--- config.mk ---
export PLATFORM = sky130hd
export DESIGN_NAME = mem_issue_unit
export DESIGN_NICKNAME = d
export VERILOG_FILES = /design/src/logic/mem_issue_pkg.sv /design/src/logic/busy_table.sv /design/src/logic/mem_issue_unit.sv /design/src/logic/memisq_ctrl.sv /design/src/logic/memisq_payload.sv /design/src/logic/memisq_wakeup.sv
export SDC_FILE = /design/constraint.sdc
export NUM_CORES = 2
export LEC_CHECK = 0
export ABC_AREA = 0
export ABC_CLOCK_PERIOD_IN_PS = 4800
export BUFFER_PORTS_ARGS = -buffer_cell sky130_fd_sc_hd__buf_2
export CAP_MARGIN = 20
export CORE_MARGIN = 4
export CORE_UTILIZATION = 35
export DETAILED_ROUTE_END_ITERATION = 8
export PLACE_DENSITY_LB_ADDON = 0.1
export SLEW_MARGIN = 20
export SYNTH_ARGS = -nofsm -noshare
export SYNTH_HDL_FRONTEND = slang
export SYNTH_SLANG_ARGS = --single-unit
--- constraint.sdc ---
create_clock -name clk -period 4.8 [get_ports clk]
set_clock_uncertainty 0.05 [all_clocks]
set_input_delay 0.72 -clock clk [delete_from_list [all_inputs] [get_ports clk]]
set_output_delay 0.72 -clock clk [all_outputs]
set_load 0.02 [all_outputs]
--- src/logic/mem_issue_pkg.sv ---
package mem_issue_pkg;

   localparam int PRF_WIDTH = 6;   // 64 physical registers
   localparam int ROB_WIDTH = 5;   // robid carries one more bit for wrap
   localparam int WB_PORTS  = 4;

   typedef logic [PRF_WIDTH-1:0] prf_id_t;
   typedef logic [ROB_WIDTH:0]   rob_id_t;
   typedef logic [31:0]          pc_t;
   typedef logic [7:0]           mem_ctrl_t;
   typedef logic [1:0]           left_t;

   // bits 7 to 2 hold the memory opcode
   localparam int CTRL_RS1_VALID = 0;
   localparam int CTRL_RS2_VALID = 1;

   // free-slot codes seen by dispatch
   localparam left_t LEFT_NONE = 2'd0;
   localparam left_t LEFT_ONE  = 2'd1;
   localparam left_t LEFT_MORE = 2'd2;

endpackage

--- src/logic/busy_table.sv ---
`timescale 1ns/1ps

module busy_table (
   input  logic                                clk,
   input  logic                                reset_n,
   input  logic                                instr0_enq_valid,
   input  logic                                instr1_enq_valid,
   input  mem_issue_pkg::prf_id_t              instr0_t,
   input  mem_issue_pkg::prf_id_t              instr1_t,
   input  mem_issue_pkg::prf_id_t              instr0_src1_id,
   input  mem_issue_pkg::prf_id_t              instr0_src2_id,
   input  mem_issue_pkg::prf_id_t              instr1_src1_id,
   input  mem_issue_pkg::prf_id_t              instr1_src2_id,
   input  logic [mem_issue_pkg::WB_PORTS-1:0]  wb_hit,
   input  mem_issue_pkg::prf_id_t              wb_prd [mem_issue_pkg::WB_PORTS],
   output logic                                instr0_src1_busy,
   output logic                                instr0_src2_busy,
   output logic                                instr1_src1_busy,
   output logic                                instr1_src2_busy
);
   import mem_issue_pkg::*;

   logic [2**PRF_WIDTH-1:0] busy;
   logic [2**PRF_WIDTH-1:0] wb_clr;   // registers written back this cycle

   always_comb begin
      wb_clr = '0;
      for (int p = 0; p < WB_PORTS; p++) begin
         if (wb_hit[p])
            wb_clr[wb_prd[p]] = 1'b1;
      end
   end

   always_ff @(posedge clk) begin
      if (!reset_n) begin
         busy <= '0;
      end else begin
         busy <= busy & ~wb_clr;
         // new destinations win over a clear at the same edge
         if (instr0_enq_valid)
            busy[instr0_t] <= 1'b1;
         if (instr1_enq_valid)
            busy[instr1_t] <= 1'b1;
      end
   end

   // same-cycle writeback bypass
   assign instr0_src1_busy = busy[instr0_src1_id] & ~wb_clr[instr0_src1_id];
   assign instr0_src2_busy = busy[instr0_src2_id] & ~wb_clr[instr0_src2_id];

   // instr1 may read the destination of instr0 in the same group
   assign instr1_src1_busy = (busy[instr1_src1_id] & ~wb_clr[instr1_src1_id]) |
                             (instr0_enq_valid & (instr1_src1_id == instr0_t));
   assign instr1_src2_busy = (busy[instr1_src2_id] & ~wb_clr[instr1_src2_id]) |
                             (instr0_enq_valid & (instr1_src2_id == instr0_t));

endmodule

--- src/logic/mem_issue_unit.sv ---
`timescale 1ns/1ps

module mem_issue_unit #(
   parameter int MEMISQ_DEPTH = 8
) (
   input  logic                       clk,
   input  logic                       reset_n,
   input  logic                       instr0_enq_valid,
   input  logic                       instr1_enq_valid,
   input  mem_issue_pkg::mem_ctrl_t   instr0_control,
   input  mem_issue_pkg::mem_ctrl_t   instr1_control,
   input  mem_issue_pkg::pc_t         instr0_pc,
   input  mem_issue_pkg::pc_t         instr1_pc,
   input  mem_issue_pkg::rob_id_t     instr0_robid,
   input  mem_issue_pkg::rob_id_t     instr1_robid,
   input  mem_issue_pkg::prf_id_t     instr0_src1_id,
   input  mem_issue_pkg::prf_id_t     instr0_src2_id,
   input  mem_issue_pkg::prf_id_t     instr1_src1_id,
   input  mem_issue_pkg::prf_id_t     instr1_src2_id,
   input  mem_issue_pkg::prf_id_t     instr0_t,
   input  mem_issue_pkg::prf_id_t     instr1_t,
   input  logic                       writeback0_valid,
   input  logic                       writeback0_need_to_wb,
   input  mem_issue_pkg::prf_id_t     writeback0_prd,
   input  logic                       writeback1_valid,
   input  logic                       writeback1_need_to_wb,
   input  mem_issue_pkg::prf_id_t     writeback1_prd,
   input  logic                       writeback2_valid,
   input  logic                       writeback2_need_to_wb,
   input  mem_issue_pkg::prf_id_t     writeback2_prd,
   input  logic                       writeback3_valid,
   input  logic                       writeback3_need_to_wb,
   input  mem_issue_pkg::prf_id_t     writeback3_prd,
   input  logic                       flush_valid,
   input  mem_issue_pkg::rob_id_t     flush_robid,
   input  logic                       mem_issue_stall,
   output mem_issue_pkg::left_t       memisq_left,
   output logic                       slot_valid,
   output mem_issue_pkg::prf_id_t     slot_t,
   output mem_issue_pkg::prf_id_t     slot_src1_id,
   output mem_issue_pkg::prf_id_t     slot_src2_id,
   output mem_issue_pkg::mem_ctrl_t   slot_control,
   output mem_issue_pkg::pc_t         slot_pc,
   output mem_issue_pkg::rob_id_t     slot_robid
);
   import mem_issue_pkg::*;

   localparam int IDX_W = $clog2(MEMISQ_DEPTH);

   logic [WB_PORTS-1:0]             wb_hit;
   prf_id_t                         wb_prd [WB_PORTS];
   logic                            i0_src1_busy, i0_src2_busy;
   logic                            i1_src1_busy, i1_src2_busy;
   logic                            alloc0_en, alloc1_en;
   logic [IDX_W-1:0]                alloc0_idx, alloc1_idx, issue_idx;
   logic [MEMISQ_DEPTH-1:0]         entry_valid, entry_ready;
   logic [MEMISQ_DEPTH*$bits(rob_id_t)-1:0] entry_robid;

   // a writeback counts only when it really writes a register
   assign wb_hit = {writeback3_valid & writeback3_need_to_wb,
                    writeback2_valid & writeback2_need_to_wb,
                    writeback1_valid & writeback1_need_to_wb,
                    writeback0_valid & writeback0_need_to_wb};
   assign wb_prd = '{writeback0_prd, writeback1_prd, writeback2_prd, writeback3_prd};

   busy_table i_busy_table (
      .clk, .reset_n, .instr0_enq_valid, .instr1_enq_valid, .instr0_t, .instr1_t,
      .instr0_src1_id, .instr0_src2_id, .instr1_src1_id, .instr1_src2_id,
      .wb_hit, .wb_prd,
      .instr0_src1_busy (i0_src1_busy), .instr0_src2_busy (i0_src2_busy),
      .instr1_src1_busy (i1_src1_busy), .instr1_src2_busy (i1_src2_busy)
   );

   memisq_ctrl #(.MEMISQ_DEPTH(MEMISQ_DEPTH)) i_memisq_ctrl (
      .clk, .reset_n, .instr0_enq_valid, .instr1_enq_valid, .flush_valid, .flush_robid,
      .mem_issue_stall, .entry_ready, .entry_robid, .alloc0_en, .alloc1_en,
      .alloc0_idx, .alloc1_idx, .issue_idx, .entry_valid,
      .clear_en (), .clear_mask (),   // flush clears stay inside the control
      .slot_valid, .memisq_left
   );

   memisq_payload #(.MEMISQ_DEPTH(MEMISQ_DEPTH)) i_memisq_payload (
      .clk, .reset_n, .alloc0_en, .alloc1_en, .alloc0_idx, .alloc1_idx,
      .instr0_pc, .instr1_pc, .instr0_robid, .instr1_robid,
      .instr0_control, .instr1_control, .instr0_src1_id, .instr0_src2_id,
      .instr1_src1_id, .instr1_src2_id, .instr0_t, .instr1_t, .issue_idx,
      .entry_robid, .slot_t, .slot_src1_id, .slot_src2_id, .slot_control,
      .slot_pc, .slot_robid
   );

   memisq_wakeup #(.MEMISQ_DEPTH(MEMISQ_DEPTH)) i_memisq_wakeup (
      .clk, .reset_n, .alloc0_en, .alloc1_en, .alloc0_idx, .alloc1_idx,
      .instr0_src1_id, .instr0_src2_id, .instr1_src1_id, .instr1_src2_id,
      .instr0_rs1_valid (instr0_control[CTRL_RS1_VALID]),
      .instr0_rs2_valid (instr0_control[CTRL_RS2_VALID]),
      .instr1_rs1_valid (instr1_control[CTRL_RS1_VALID]),
      .instr1_rs2_valid (instr1_control[CTRL_RS2_VALID]),
      .instr0_src1_busy (i0_src1_busy), .instr0_src2_busy (i0_src2_busy),
      .instr1_src1_busy (i1_src1_busy), .instr1_src2_busy (i1_src2_busy),
      .entry_valid, .wb_hit, .wb_prd, .entry_ready
   );

endmodule

--- src/logic/memisq_ctrl.sv ---
`timescale 1ns/1ps

module memisq_ctrl #(
   parameter int MEMISQ_DEPTH = 8
) (
   input  logic                                 clk,
   input  logic                                 reset_n,
   input  logic                                 instr0_enq_valid,
   input  logic                                 instr1_enq_valid,
   input  logic                                 flush_valid,
   input  mem_issue_pkg::rob_id_t               flush_robid,
   input  logic                                 mem_issue_stall,
   input  logic [MEMISQ_DEPTH-1:0]              entry_ready,
   input  logic [MEMISQ_DEPTH*$bits(mem_issue_pkg::rob_id_t)-1:0] entry_robid,
   output logic                                 alloc0_en,
   output logic                                 alloc1_en,
   output logic [$clog2(MEMISQ_DEPTH)-1:0]      alloc0_idx,
   output logic [$clog2(MEMISQ_DEPTH)-1:0]      alloc1_idx,
   output logic [$clog2(MEMISQ_DEPTH)-1:0]      issue_idx,
   output logic [MEMISQ_DEPTH-1:0]              entry_valid,
   output logic                                 clear_en,
   output logic [MEMISQ_DEPTH-1:0]              clear_mask,
   output logic                                 slot_valid,
   output mem_issue_pkg::left_t                 memisq_left
);
   import mem_issue_pkg::*;

   localparam int IDX_W = $clog2(MEMISQ_DEPTH);
   localparam int RW    = $bits(rob_id_t);

   logic [IDX_W-1:0] head;
   logic [IDX_W-1:0] tail;   // oldest entry
   logic [IDX_W:0]   free_cnt;

   // head sits just past the last valid entry of the run
   always_comb begin
      head = tail;
      for (int i = 0; i < MEMISQ_DEPTH; i++) begin
         if (entry_valid[i] && !entry_valid[(i + 1) % MEMISQ_DEPTH])
            head = IDX_W'(i + 1);
      end
   end

   assign alloc0_en  = (instr0_enq_valid | instr1_enq_valid) & ~flush_valid;
   assign alloc1_en  = instr0_enq_valid & instr1_enq_valid & ~flush_valid;
   assign alloc0_idx = head;
   assign alloc1_idx = head + 1'b1;
   assign issue_idx  = tail;

   // younger than flush_robid, wrap bits flip the index compare
   always_comb begin
      rob_id_t r;
      for (int i = 0; i < MEMISQ_DEPTH; i++) begin
         r = entry_robid[i*RW +: RW];
         clear_mask[i] = entry_valid[i] &
                         ((r[ROB_WIDTH] ^ flush_robid[ROB_WIDTH]) ^
                          (r[ROB_WIDTH-1:0] > flush_robid[ROB_WIDTH-1:0]));
      end
   end

   assign clear_en = flush_valid;

   assign slot_valid = entry_valid[tail] & entry_ready[tail] & ~flush_valid &
                       ~mem_issue_stall;

   always_ff @(posedge clk) begin
      if (!reset_n) begin
         entry_valid <= '0;
         tail        <= '0;
      end else if (clear_en) begin
         entry_valid <= entry_valid & ~clear_mask;   // no enqueue or issue here
      end else begin
         if (alloc0_en)
            entry_valid[alloc0_idx] <= 1'b1;
         if (alloc1_en)
            entry_valid[alloc1_idx] <= 1'b1;
         if (slot_valid) begin
            entry_valid[tail] <= 1'b0;
            tail              <= tail + 1'b1;
         end
      end
   end

   always_comb begin
      free_cnt = '0;
      for (int i = 0; i < MEMISQ_DEPTH; i++)
         free_cnt = free_cnt + (IDX_W + 1)'(!entry_valid[i]);
      if (free_cnt > 1)
         memisq_left = LEFT_MORE;
      else if (free_cnt == 0)
         memisq_left = LEFT_NONE;
      else
         memisq_left = LEFT_ONE;
   end

endmodule

--- src/logic/memisq_payload.sv ---
`timescale 1ns/1ps

module memisq_payload #(
   parameter int MEMISQ_DEPTH = 8
) (
   input  logic                                 clk,
   input  logic                                 reset_n,
   input  logic                                 alloc0_en,
   input  logic                                 alloc1_en,
   input  logic [$clog2(MEMISQ_DEPTH)-1:0]      alloc0_idx,
   input  logic [$clog2(MEMISQ_DEPTH)-1:0]      alloc1_idx,
   input  mem_issue_pkg::pc_t                   instr0_pc,
   input  mem_issue_pkg::pc_t                   instr1_pc,
   input  mem_issue_pkg::rob_id_t               instr0_robid,
   input  mem_issue_pkg::rob_id_t               instr1_robid,
   input  mem_issue_pkg::mem_ctrl_t             instr0_control,
   input  mem_issue_pkg::mem_ctrl_t             instr1_control,
   input  mem_issue_pkg::prf_id_t               instr0_src1_id,
   input  mem_issue_pkg::prf_id_t               instr0_src2_id,
   input  mem_issue_pkg::prf_id_t               instr1_src1_id,
   input  mem_issue_pkg::prf_id_t               instr1_src2_id,
   input  mem_issue_pkg::prf_id_t               instr0_t,
   input  mem_issue_pkg::prf_id_t               instr1_t,
   input  logic [$clog2(MEMISQ_DEPTH)-1:0]      issue_idx,
   output logic [MEMISQ_DEPTH*$bits(mem_issue_pkg::rob_id_t)-1:0] entry_robid,
   output mem_issue_pkg::prf_id_t               slot_t,
   output mem_issue_pkg::prf_id_t               slot_src1_id,
   output mem_issue_pkg::prf_id_t               slot_src2_id,
   output mem_issue_pkg::mem_ctrl_t             slot_control,
   output mem_issue_pkg::pc_t                   slot_pc,
   output mem_issue_pkg::rob_id_t               slot_robid
);
   import mem_issue_pkg::*;

   localparam int RW = $bits(rob_id_t);

   pc_t       pc_q    [MEMISQ_DEPTH];
   rob_id_t   robid_q [MEMISQ_DEPTH];
   mem_ctrl_t ctrl_q  [MEMISQ_DEPTH];
   prf_id_t   src1_q  [MEMISQ_DEPTH];
   prf_id_t   src2_q  [MEMISQ_DEPTH];
   prf_id_t   t_q     [MEMISQ_DEPTH];

   // a lone enqueue always arrives on instr1
   always_ff @(posedge clk) begin
      if (reset_n && alloc0_en) begin
         pc_q[alloc0_idx]    <= alloc1_en ? instr0_pc : instr1_pc;
         robid_q[alloc0_idx] <= alloc1_en ? instr0_robid : instr1_robid;
         ctrl_q[alloc0_idx]  <= alloc1_en ? instr0_control : instr1_control;
         src1_q[alloc0_idx]  <= alloc1_en ? instr0_src1_id : instr1_src1_id;
         src2_q[alloc0_idx]  <= alloc1_en ? instr0_src2_id : instr1_src2_id;
         t_q[alloc0_idx]     <= alloc1_en ? instr0_t : instr1_t;
      end
      if (reset_n && alloc1_en) begin
         pc_q[alloc1_idx]    <= instr1_pc;
         robid_q[alloc1_idx] <= instr1_robid;
         ctrl_q[alloc1_idx]  <= instr1_control;
         src1_q[alloc1_idx]  <= instr1_src1_id;
         src2_q[alloc1_idx]  <= instr1_src2_id;
         t_q[alloc1_idx]     <= instr1_t;
      end
   end

   always_comb begin
      for (int i = 0; i < MEMISQ_DEPTH; i++)
         entry_robid[i*RW +: RW] = robid_q[i];
   end

   assign slot_pc      = pc_q[issue_idx];
   assign slot_robid   = robid_q[issue_idx];
   assign slot_control = ctrl_q[issue_idx];
   assign slot_src1_id = src1_q[issue_idx];
   assign slot_src2_id = src2_q[issue_idx];
   assign slot_t       = t_q[issue_idx];

endmodule

--- src/logic/memisq_wakeup.sv ---
`timescale 1ns/1ps

module memisq_wakeup #(
   parameter int MEMISQ_DEPTH = 8
) (
   input  logic                                clk,
   input  logic                                reset_n,
   input  logic                                alloc0_en,
   input  logic                                alloc1_en,
   input  logic [$clog2(MEMISQ_DEPTH)-1:0]     alloc0_idx,
   input  logic [$clog2(MEMISQ_DEPTH)-1:0]     alloc1_idx,
   input  mem_issue_pkg::prf_id_t              instr0_src1_id,
   input  mem_issue_pkg::prf_id_t              instr0_src2_id,
   input  mem_issue_pkg::prf_id_t              instr1_src1_id,
   input  mem_issue_pkg::prf_id_t              instr1_src2_id,
   input  logic                                instr0_rs1_valid,
   input  logic                                instr0_rs2_valid,
   input  logic                                instr1_rs1_valid,
   input  logic                                instr1_rs2_valid,
   input  logic                                instr0_src1_busy,
   input  logic                                instr0_src2_busy,
   input  logic                                instr1_src1_busy,
   input  logic                                instr1_src2_busy,
   input  logic [MEMISQ_DEPTH-1:0]             entry_valid,
   input  logic [mem_issue_pkg::WB_PORTS-1:0]  wb_hit,
   input  mem_issue_pkg::prf_id_t              wb_prd [mem_issue_pkg::WB_PORTS],
   output logic [MEMISQ_DEPTH-1:0]             entry_ready
);
   import mem_issue_pkg::*;

   prf_id_t                 src1_id [MEMISQ_DEPTH];
   prf_id_t                 src2_id [MEMISQ_DEPTH];
   logic [MEMISQ_DEPTH-1:0] use1;
   logic [MEMISQ_DEPTH-1:0] use2;
   logic [MEMISQ_DEPTH-1:0] pend1;   // source still waits for its producer
   logic [MEMISQ_DEPTH-1:0] pend2;
   logic [MEMISQ_DEPTH-1:0] wake1;
   logic [MEMISQ_DEPTH-1:0] wake2;

   always_comb begin
      wake1 = '0;
      wake2 = '0;
      for (int i = 0; i < MEMISQ_DEPTH; i++) begin
         for (int p = 0; p < WB_PORTS; p++) begin
            if (wb_hit[p] && src1_id[i] == wb_prd[p])
               wake1[i] = 1'b1;
            if (wb_hit[p] && src2_id[i] == wb_prd[p])
               wake2[i] = 1'b1;
         end
      end
   end

   // slot 0 takes instr1 on a single enqueue
   always_ff @(posedge clk) begin
      if (alloc0_en) begin
         src1_id[alloc0_idx] <= alloc1_en ? instr0_src1_id : instr1_src1_id;
         src2_id[alloc0_idx] <= alloc1_en ? instr0_src2_id : instr1_src2_id;
         use1[alloc0_idx]    <= alloc1_en ? instr0_rs1_valid : instr1_rs1_valid;
         use2[alloc0_idx]    <= alloc1_en ? instr0_rs2_valid : instr1_rs2_valid;
      end
      if (alloc1_en) begin
         src1_id[alloc1_idx] <= instr1_src1_id;
         src2_id[alloc1_idx] <= instr1_src2_id;
         use1[alloc1_idx]    <= instr1_rs1_valid;
         use2[alloc1_idx]    <= instr1_rs2_valid;
      end
   end

   always_ff @(posedge clk) begin
      if (!reset_n) begin
         pend1 <= '0;
         pend2 <= '0;
      end else begin
         pend1 <= pend1 & ~(wake1 & entry_valid);
         pend2 <= pend2 & ~(wake2 & entry_valid);
         if (alloc0_en) begin
            pend1[alloc0_idx] <= alloc1_en ? instr0_src1_busy : instr1_src1_busy;
            pend2[alloc0_idx] <= alloc1_en ? instr0_src2_busy : instr1_src2_busy;
         end
         if (alloc1_en) begin
            pend1[alloc1_idx] <= instr1_src1_busy;
            pend2[alloc1_idx] <= instr1_src2_busy;
         end
      end
   end

   assign entry_ready = entry_valid & ~(use1 & pend1) & ~(use2 & pend2);

endmodule

# [Yosys cells after proc, flatten, opt, wreduce, memory -nomap -nowiden]
# Memories as Yosys holds them, arrays and structs flattened. A register that Yosys moved wholly into a read port is not among the register bits.
# Cells that the tools add are included.
# W data, S select, Z words.
[totals] ram_bits=608 word_cells=463 reg_bits=107 mem_count=8
[memory_table] memory="i_memisq_payload.pc_q" depth=8 word_bits=32 read_ports=1 rd_clocked_by_memory_dff=1 wr=2 line="memisq_payload.sv:37" source="pc_t pc_q [MEMISQ_DEPTH];"
[memory_table] memory="i_memisq_payload.ctrl_q" depth=8 word_bits=8 read_ports=1 rd_clocked_by_memory_dff=1 wr=2 line="memisq_payload.sv:39" source="mem_ctrl_t ctrl_q [MEMISQ_DEPTH];"
[memory_table] memory="i_memisq_payload.robid_q" depth=8 word_bits=6 read_ports=9 rd_clocked_by_memory_dff=1 wr=2 line="memisq_payload.sv:38" source="rob_id_t robid_q [MEMISQ_DEPTH];"
[memory_table] memory="i_memisq_payload.src1_q" depth=8 word_bits=6 read_ports=1 rd_clocked_by_memory_dff=1 wr=2 line="memisq_payload.sv:40" source="prf_id_t src1_q [MEMISQ_DEPTH];"
[memory_table] memory="i_memisq_payload.src2_q" depth=8 word_bits=6 read_ports=1 rd_clocked_by_memory_dff=1 wr=2 line="memisq_payload.sv:41" source="prf_id_t src2_q [MEMISQ_DEPTH];"
[memory_table] memory="i_memisq_payload.t_q" depth=8 word_bits=6 read_ports=1 rd_clocked_by_memory_dff=1 wr=2 line="memisq_payload.sv:42" source="prf_id_t t_q [MEMISQ_DEPTH];"
[memory_table] memory="+2 memories"
[classes] mux=175 n_eq_ne=66 n_lt_le_gt_ge=31 n_addsub=9 n_bitwise=74 n_reduce_logical=93
[op_table] operator="$mux W64" n=7
[op_table] operator="$eq A6 B6 Y1" n=66
[op_table] operator="$or A64 B64 Y64" n=5
[op_table] operator="$mux W8" n=19
[op_table] operator="$mux W1" n=96
[op_table] operator="$logic_and A1 B1 Y1" n=83
[op_table] operator="$and A8 B8 Y8" n=10
[op_table] operator="$lt A6 B7 Y1 const B" n=10
[op_table] operator="$and A64 B64 Y64" n=1
[op_table] operator="$bwmux W8" n=8
[op_table] operator="$not A64 Y64" n=1
[op_table] operator="$mux W3" n=20
[op_table] operator="$bmux W1 S6" n=8
[op_table] operator="$not A8 Y8" n=6
[op_table] operator="$gt A5 B5 Y1" n=8
[op_table] operator="$demux W1 S6" n=6
[op_table] operator="$ge A6 B1 Y1 const B" n=6
[op_table] operator="$mux W32" n=1
[op_table] operator="$add A4 B1 Y4" n=6
[op_table] operator="$and A1 B1 Y1" n=24
[op_table] operator="$mux W6" n=4
[op_table] operator="$or A8 B8 Y8" n=2
[op_table] operator="$xor A1 B1 Y1" n=16
[op_table] operator="$lt A3 B4 Y1 const B" n=3
[op_table] operator="12 further kinds" n=32

# [Longest topological paths before layout]
[depth] word_depth=25 ltp_mapped=17 depth_no_buf=14

# [Cells and area by module]
# Synthesis repeated with hierarchy kept, for this count alone.
[hier_totals] hier_cells=3978 area_unflattened_um2=48755.5
[modules_own_cells] module="memisq_payload" seq_area_each_um2=15374.7 n_inst=1 area_each_um2=26193.9 cells_each=1399
[modules_own_cells] module="memisq_wakeup" seq_area_each_um2=3523.4 n_inst=1 area_each_um2=10794.1 cells_each=1204
[modules_own_cells] module="busy_table" seq_area_each_um2=1281.2 n_inst=1 area_each_um2=9341.5 cells_each=1056
[modules_own_cells] module="memisq_ctrl" seq_area_each_um2=220.2 n_inst=1 area_each_um2=2401.1 cells_each=315
[modules_own_cells] module="mem_issue_unit" seq_area_each_um2=0.0 n_inst=1 area_each_um2=25.0 cells_each=4

# [Worst setup path after synthesis]
# OpenSTA, ideal clock, no wires.
[synth_timing] kind="reg-to-reg" startpoint="register i_memisq_ctrl.entry_valid[1]" endpoint="memory i_memisq_payload.ctrl_q[6][0] (netlist name), enable pin" stages_incl_launch_ff=15 path_slack_ps=-454 path_buffers=3 setup_ps=429 t_arrival_ps=4775 cell_sequence="dfxtp_1 > inv_1 > ha_1 > nand2b_1 > a311oi_1 > o22ai_1 > a22oi_1 > ha_1 > xnor2_1 > buf_2 > nor3b_1 > buf_2 > or2_2 > clkbuf_1 > and2_1"
[synth_rtl] item="from (decl)" line="memisq_ctrl.sv:20" source="output logic [MEMISQ_DEPTH-1:0] entry_valid,"
[synth_rtl] item="from (signal assigned)" line="memisq_ctrl.sv:71" source="entry_valid <= entry_valid & ~clear_mask;"
[synth_rtl] item="to (decl)" line="memisq_payload.sv:39"

# [Worst setup path after layout]
[layout_timing] startpoint="register i_memisq_ctrl.entry_valid[0]" endpoint="output memisq_left[0]"
[layout_via] elab_chain_len=11 word_cells_on_any_way=12
[layout_rtl] item="$logic_not A1 Y1 (*)" line="memisq_ctrl.sv:87" source="free_cnt = free_cnt + (IDX_W + 1)'(!entry_valid[i]);"
[layout_rtl] item="$add A1 B1 Y2 (*)" line="memisq_ctrl.sv:87"
[layout_rtl] item="$add A4 B1 Y4 (*) (6 in a row)" line="memisq_ctrl.sv:87"
[layout_rtl] item="branches (longest 2 deep; another with $gt A4 B1 Y1)"
[layout_rtl] item="$mux W2 (*)" line="memisq_ctrl.sv:88" source="if (free_cnt > 1)"
[layout_rtl] item="to (decl)" line="mem_issue_unit.sv:37" source="output mem_issue_pkg::left_t memisq_left,"
# Every way passes the cells marked *.

==> out/metrics.cfg <==
[status]
status = complete, no violations

[global_route]
gr-total-overflow = 0
antenna_found_initial = 29
grt_max_degree = 78
grt_pass1_wl_mm = 270
grt_usage_pct = 26.0
grt_pass1_vias = 36161

[flow_run]
drv_cap = 0

[sta]
tns_ps = 0
fmax_mhz = 220
layout_min_cycle_time_ps = 4550
rsz0062_at_grt = no
hold_viol_final = 0
slew_violations = 0
tightest_slew_ps = 1230
fin_ws_ps = 252
slew_headroom_pct = 17.9
post-route-period-util_pct = 94.7
hold_slack_ps = 390
finalSetupViolCount = 0

[power_and_ir_drop]
p_total_mw = 17.9
switchingPower_mw = 5.27
swShare_pct = 29.4
p_int_mw = 12.7
comb_power_share_pct = 20.1
ir_drop_mv = 0.297
pwr-share-seq_pct = 42.3
power_frac_clock_pct = 37.6
power.density_nw_per_um2 = 331
p_leak_nw = 17.5

[final_layout]
design_area_um2 = 54100
syn2layout_area_growth_pct = 14.4
nets = 4353
utilization_pct = 40.5
final_cells = 5981
drive_above_1_share_pct = 32.8

[critical_path]
ff2ff_path_depth = 13
crit_family = adder cells
crit-reg2reg-launch = i_memisq_ctrl.entry_valid[1]
startpoint_type = flop
cp_num_buf_inv = 2
r2r_slack_ps = 380
criticalPathCategory = reg2out
crit_path_start = i_memisq_ctrl.entry_valid[0]
cp-end-kind = output port
worst-path-max-fanout = 6
crit_arrival_ps = 3780
cp_slowest_cell = fa_1
path_cells = inv_1, ha_1, fa_1, fa_1, fa_1, fa_1, o21ai_1, nand2b_1, nor2_1, buf_2
slowest_delay_ps = 520
crit_required_ps = 4030
crit_top_cell = fa_1
r2r-end = i_memisq_payload.pc_q[7][14]

[place]
finalWeightedCongestion = 0.949
placed_area_um2 = 51200
dp_slack_ps = 202
portBuffers = 238
dp.cells = 5803
dpl.hpwl_mm = 126

[logic_synthesis]
ys_seq_area_share_pct = 43.2
ys_top_cells_by_area = edfxtp_1 (39%), mux2_2 (12%), mux4_2 (11%)
yosysUniqueCellTypes = 90
syn_area_um2 = 47300
synth_enable_flop_cells = 608
synth_top_cell_area_share_pct = 38.6
yosysWarningCount = 0
synthCells = 3977
yosys.area.top_type = edfxtp_1
async_reset_ff_share_pct = 0
avgSynthCellArea_um2 = 11.9
synth_nets = 4199
ys_seq_elements = 718
synth_flop_cell = edfxtp_1

[clock_network]
path_clk_slew_ps = 60
clockBufferDepth = 3
clkLatencyLatePin_ps = 680
cts_htree_levels = 3
cts_sinks = 718
clock-root-buffer = clkbuf_16
cts_tree = done
numCtsBuffers = 87

[floorplanning]
fp.dieW_um = 376
die_h_um = 376
core-area_um2 = 134000
rows = 134
die_area_um2 = 141000
ios = 239
start_util_pct = 35.4

[routing]
first_iter_violations = 4307
ant_nets = 0
wirelength_mm = 188
num_vias = 36574
drc = 0
detail_route.wl_per_cell_um = 31.4
drtPass1Iterations = 9
viasPerCell = 6.12

[hold_path]
hold_class = in2reg
min_to = i_memisq_payload.pc_q[5][4]
hp-start = instr1_pc[4]
whs_path_depth = 2

## final cells by class
class | instances | area (um2)
Fill cell | 12811 | 79700
Antenna cell | 13 | 32.5
Multi-Input combinational cell | 2824 | 25100
Timing Repair Buffer | 450 | 3240
Clock inverter | 45 | 537
Tap cell | 1768 | 2210
Clock buffer | 113 | 2320
Sequential cell | 718 | 20500
Inverter | 50 | 188
## layer usage
layer	track usage, %	up-vias	wire (um)
li1	-	15818	-
met1	36.7	18602	81800
met2	39.7	1722	83200
met3	4.97	416	15200
met4	9.54	16	7190
met5	0	-	103
## worst register-to-register path: cells and delay by family, from the launching register on
kind / cells / cell delay [ps]
adder cells (fa/ha/maj): 2 / 460
AND/OR/NAND/NOR: 5 / 1500
buffers and inverters: 2 / 390
XOR/XNOR: 1 / 250
flip-flops: 1 / 380
AO/OA/AOI/OAI: 3 / 1050
## power by group through the flow
stage                     Clock (mW)  Sequential, mW  Combinational (mW)
after global routing            7.13            7.62                3.87
after global placement             0            7.71                3.57
after CTS                       6.88            7.58                3.60
after floorplan                    0            7.57                2.36
after detailed placement           0            7.71                3.59
final                           6.73            7.58                3.61
## worst max-delay path by stage
stage,end,slack [ps],cells after the start
floorplan,i_memisq_payload.ctrl_q[5][0],10,12
global placement,i_memisq_wakeup.pend1[5],20,11
detailed placement,i_memisq_payload.pc_q[5][14],200,14
CTS,memisq_left[0],40,10
global route,memisq_left[0],30,10
finish,memisq_left[0],250,10
## sequential cells by signal (all words and copies together), names as in the netlist, named ones only
register / cells
i_memisq_payload.pc_q: 256
i_memisq_payload.src1_q: 48
i_busy_table.busy: 64
i_memisq_ctrl.entry_valid: 8
i_memisq_payload.robid_q: 48
i_memisq_wakeup.src1_id: 48
i_memisq_wakeup.src2_id: 48
i_memisq_payload.ctrl_q: 64
i_memisq_payload.src2_q: 48
i_memisq_wakeup.use2: 8
i_memisq_payload.t_q: 48
i_memisq_wakeup.pend2: 8
i_memisq_wakeup.use1: 8
i_memisq_ctrl.issue_idx: 3
i_memisq_wakeup.pend1: 8
## cell usage after synthesis (21+ instances only)
| cell type | n |
|---|---|
| nand4_1 | 99 |
| o22ai_1 | 132 |
| a21oi_1 | 207 |
| edfxtp_1 | 608 |
| nor2b_1 | 85 |
| buf_2 | 89 |
| inv_1 | 44 |
| buf_1 | 89 |
| a21boi_0 | 26 |
| mux4_2 | 224 |
| buf_4 | 24 |
| dfxtp_1 | 110 |
| ha_1 | 46 |
| nand3_1 | 22 |
| nor2_1 | 304 |
| nand2_1 | 85 |
| nand4b_1 | 35 |
| a221oi_1 | 41 |
| xor2_1 | 200 |
| or2_2 | 21 |
| nand2b_1 | 28 |
| mux2i_1 | 29 |
| nor4_1 | 72 |
| clkbuf_1 | 177 |
| a222oi_1 | 56 |
| xnor2_1 | 214 |
| mux2_2 | 499 |
| nor3_1 | 65 |
| o21ai_0 | 74 |
## placed cells by master, fill, tap and decap left out, types with 15 or more instances in the layout
master       n
edfxtp_1   608
mux2_2     499
nor2_1     303
buf_2      235
mux4_2     224
xnor2_1    214
a21oi_1    201
xor2_1     200
buf_4      178
o22ai_1    132
dfxtp_1    105
nand4_1     99
clkbuf_16   89
nor2b_1     85
nand2_1     83
o21ai_0     73
nor4_1      72
nor3_1      64
a222oi_1    56
ha_1        46
inv_1       44
a221oi_1    41
buf_12      36
nand4b_1    35
nand2b_1    28
mux2i_1     26
clkbuf_1    24
clkinv_1    23
nand3_1     22
or2_2       21
a21boi_0    20
a31oi_1     19
or4bb_1     19
a211oi_1    19
nand4bb_1   15
## timing repair
action | in CTS | in global routing
setup buffers | 0 | 6
resized for setup | 0 | 3
hold buffers | 0 | 0
setup endpoints to repair | 0 | 34
hold endpoints to repair | 0 | 0
## cell families (layout without fill, tap and decap cells)
group | after synthesis | after routing | synth area share (%)
xor gates and xnor gates | 414 | 414 | 7.66
buffers and inverters | 435 | 658 | 3.96
AOI/OAI and AO/OA | 693 | 693 | 9.92
muxes | 752 | 752 | 23.2
and+or+nand+nor | 915 | 915 | 10.7
DFF | 718 | 718 | 43.2
adders and majority gates | 50 | 50 | 1.39
other | 0 | 13 | 0
Power figures use the tool's default switching activity.
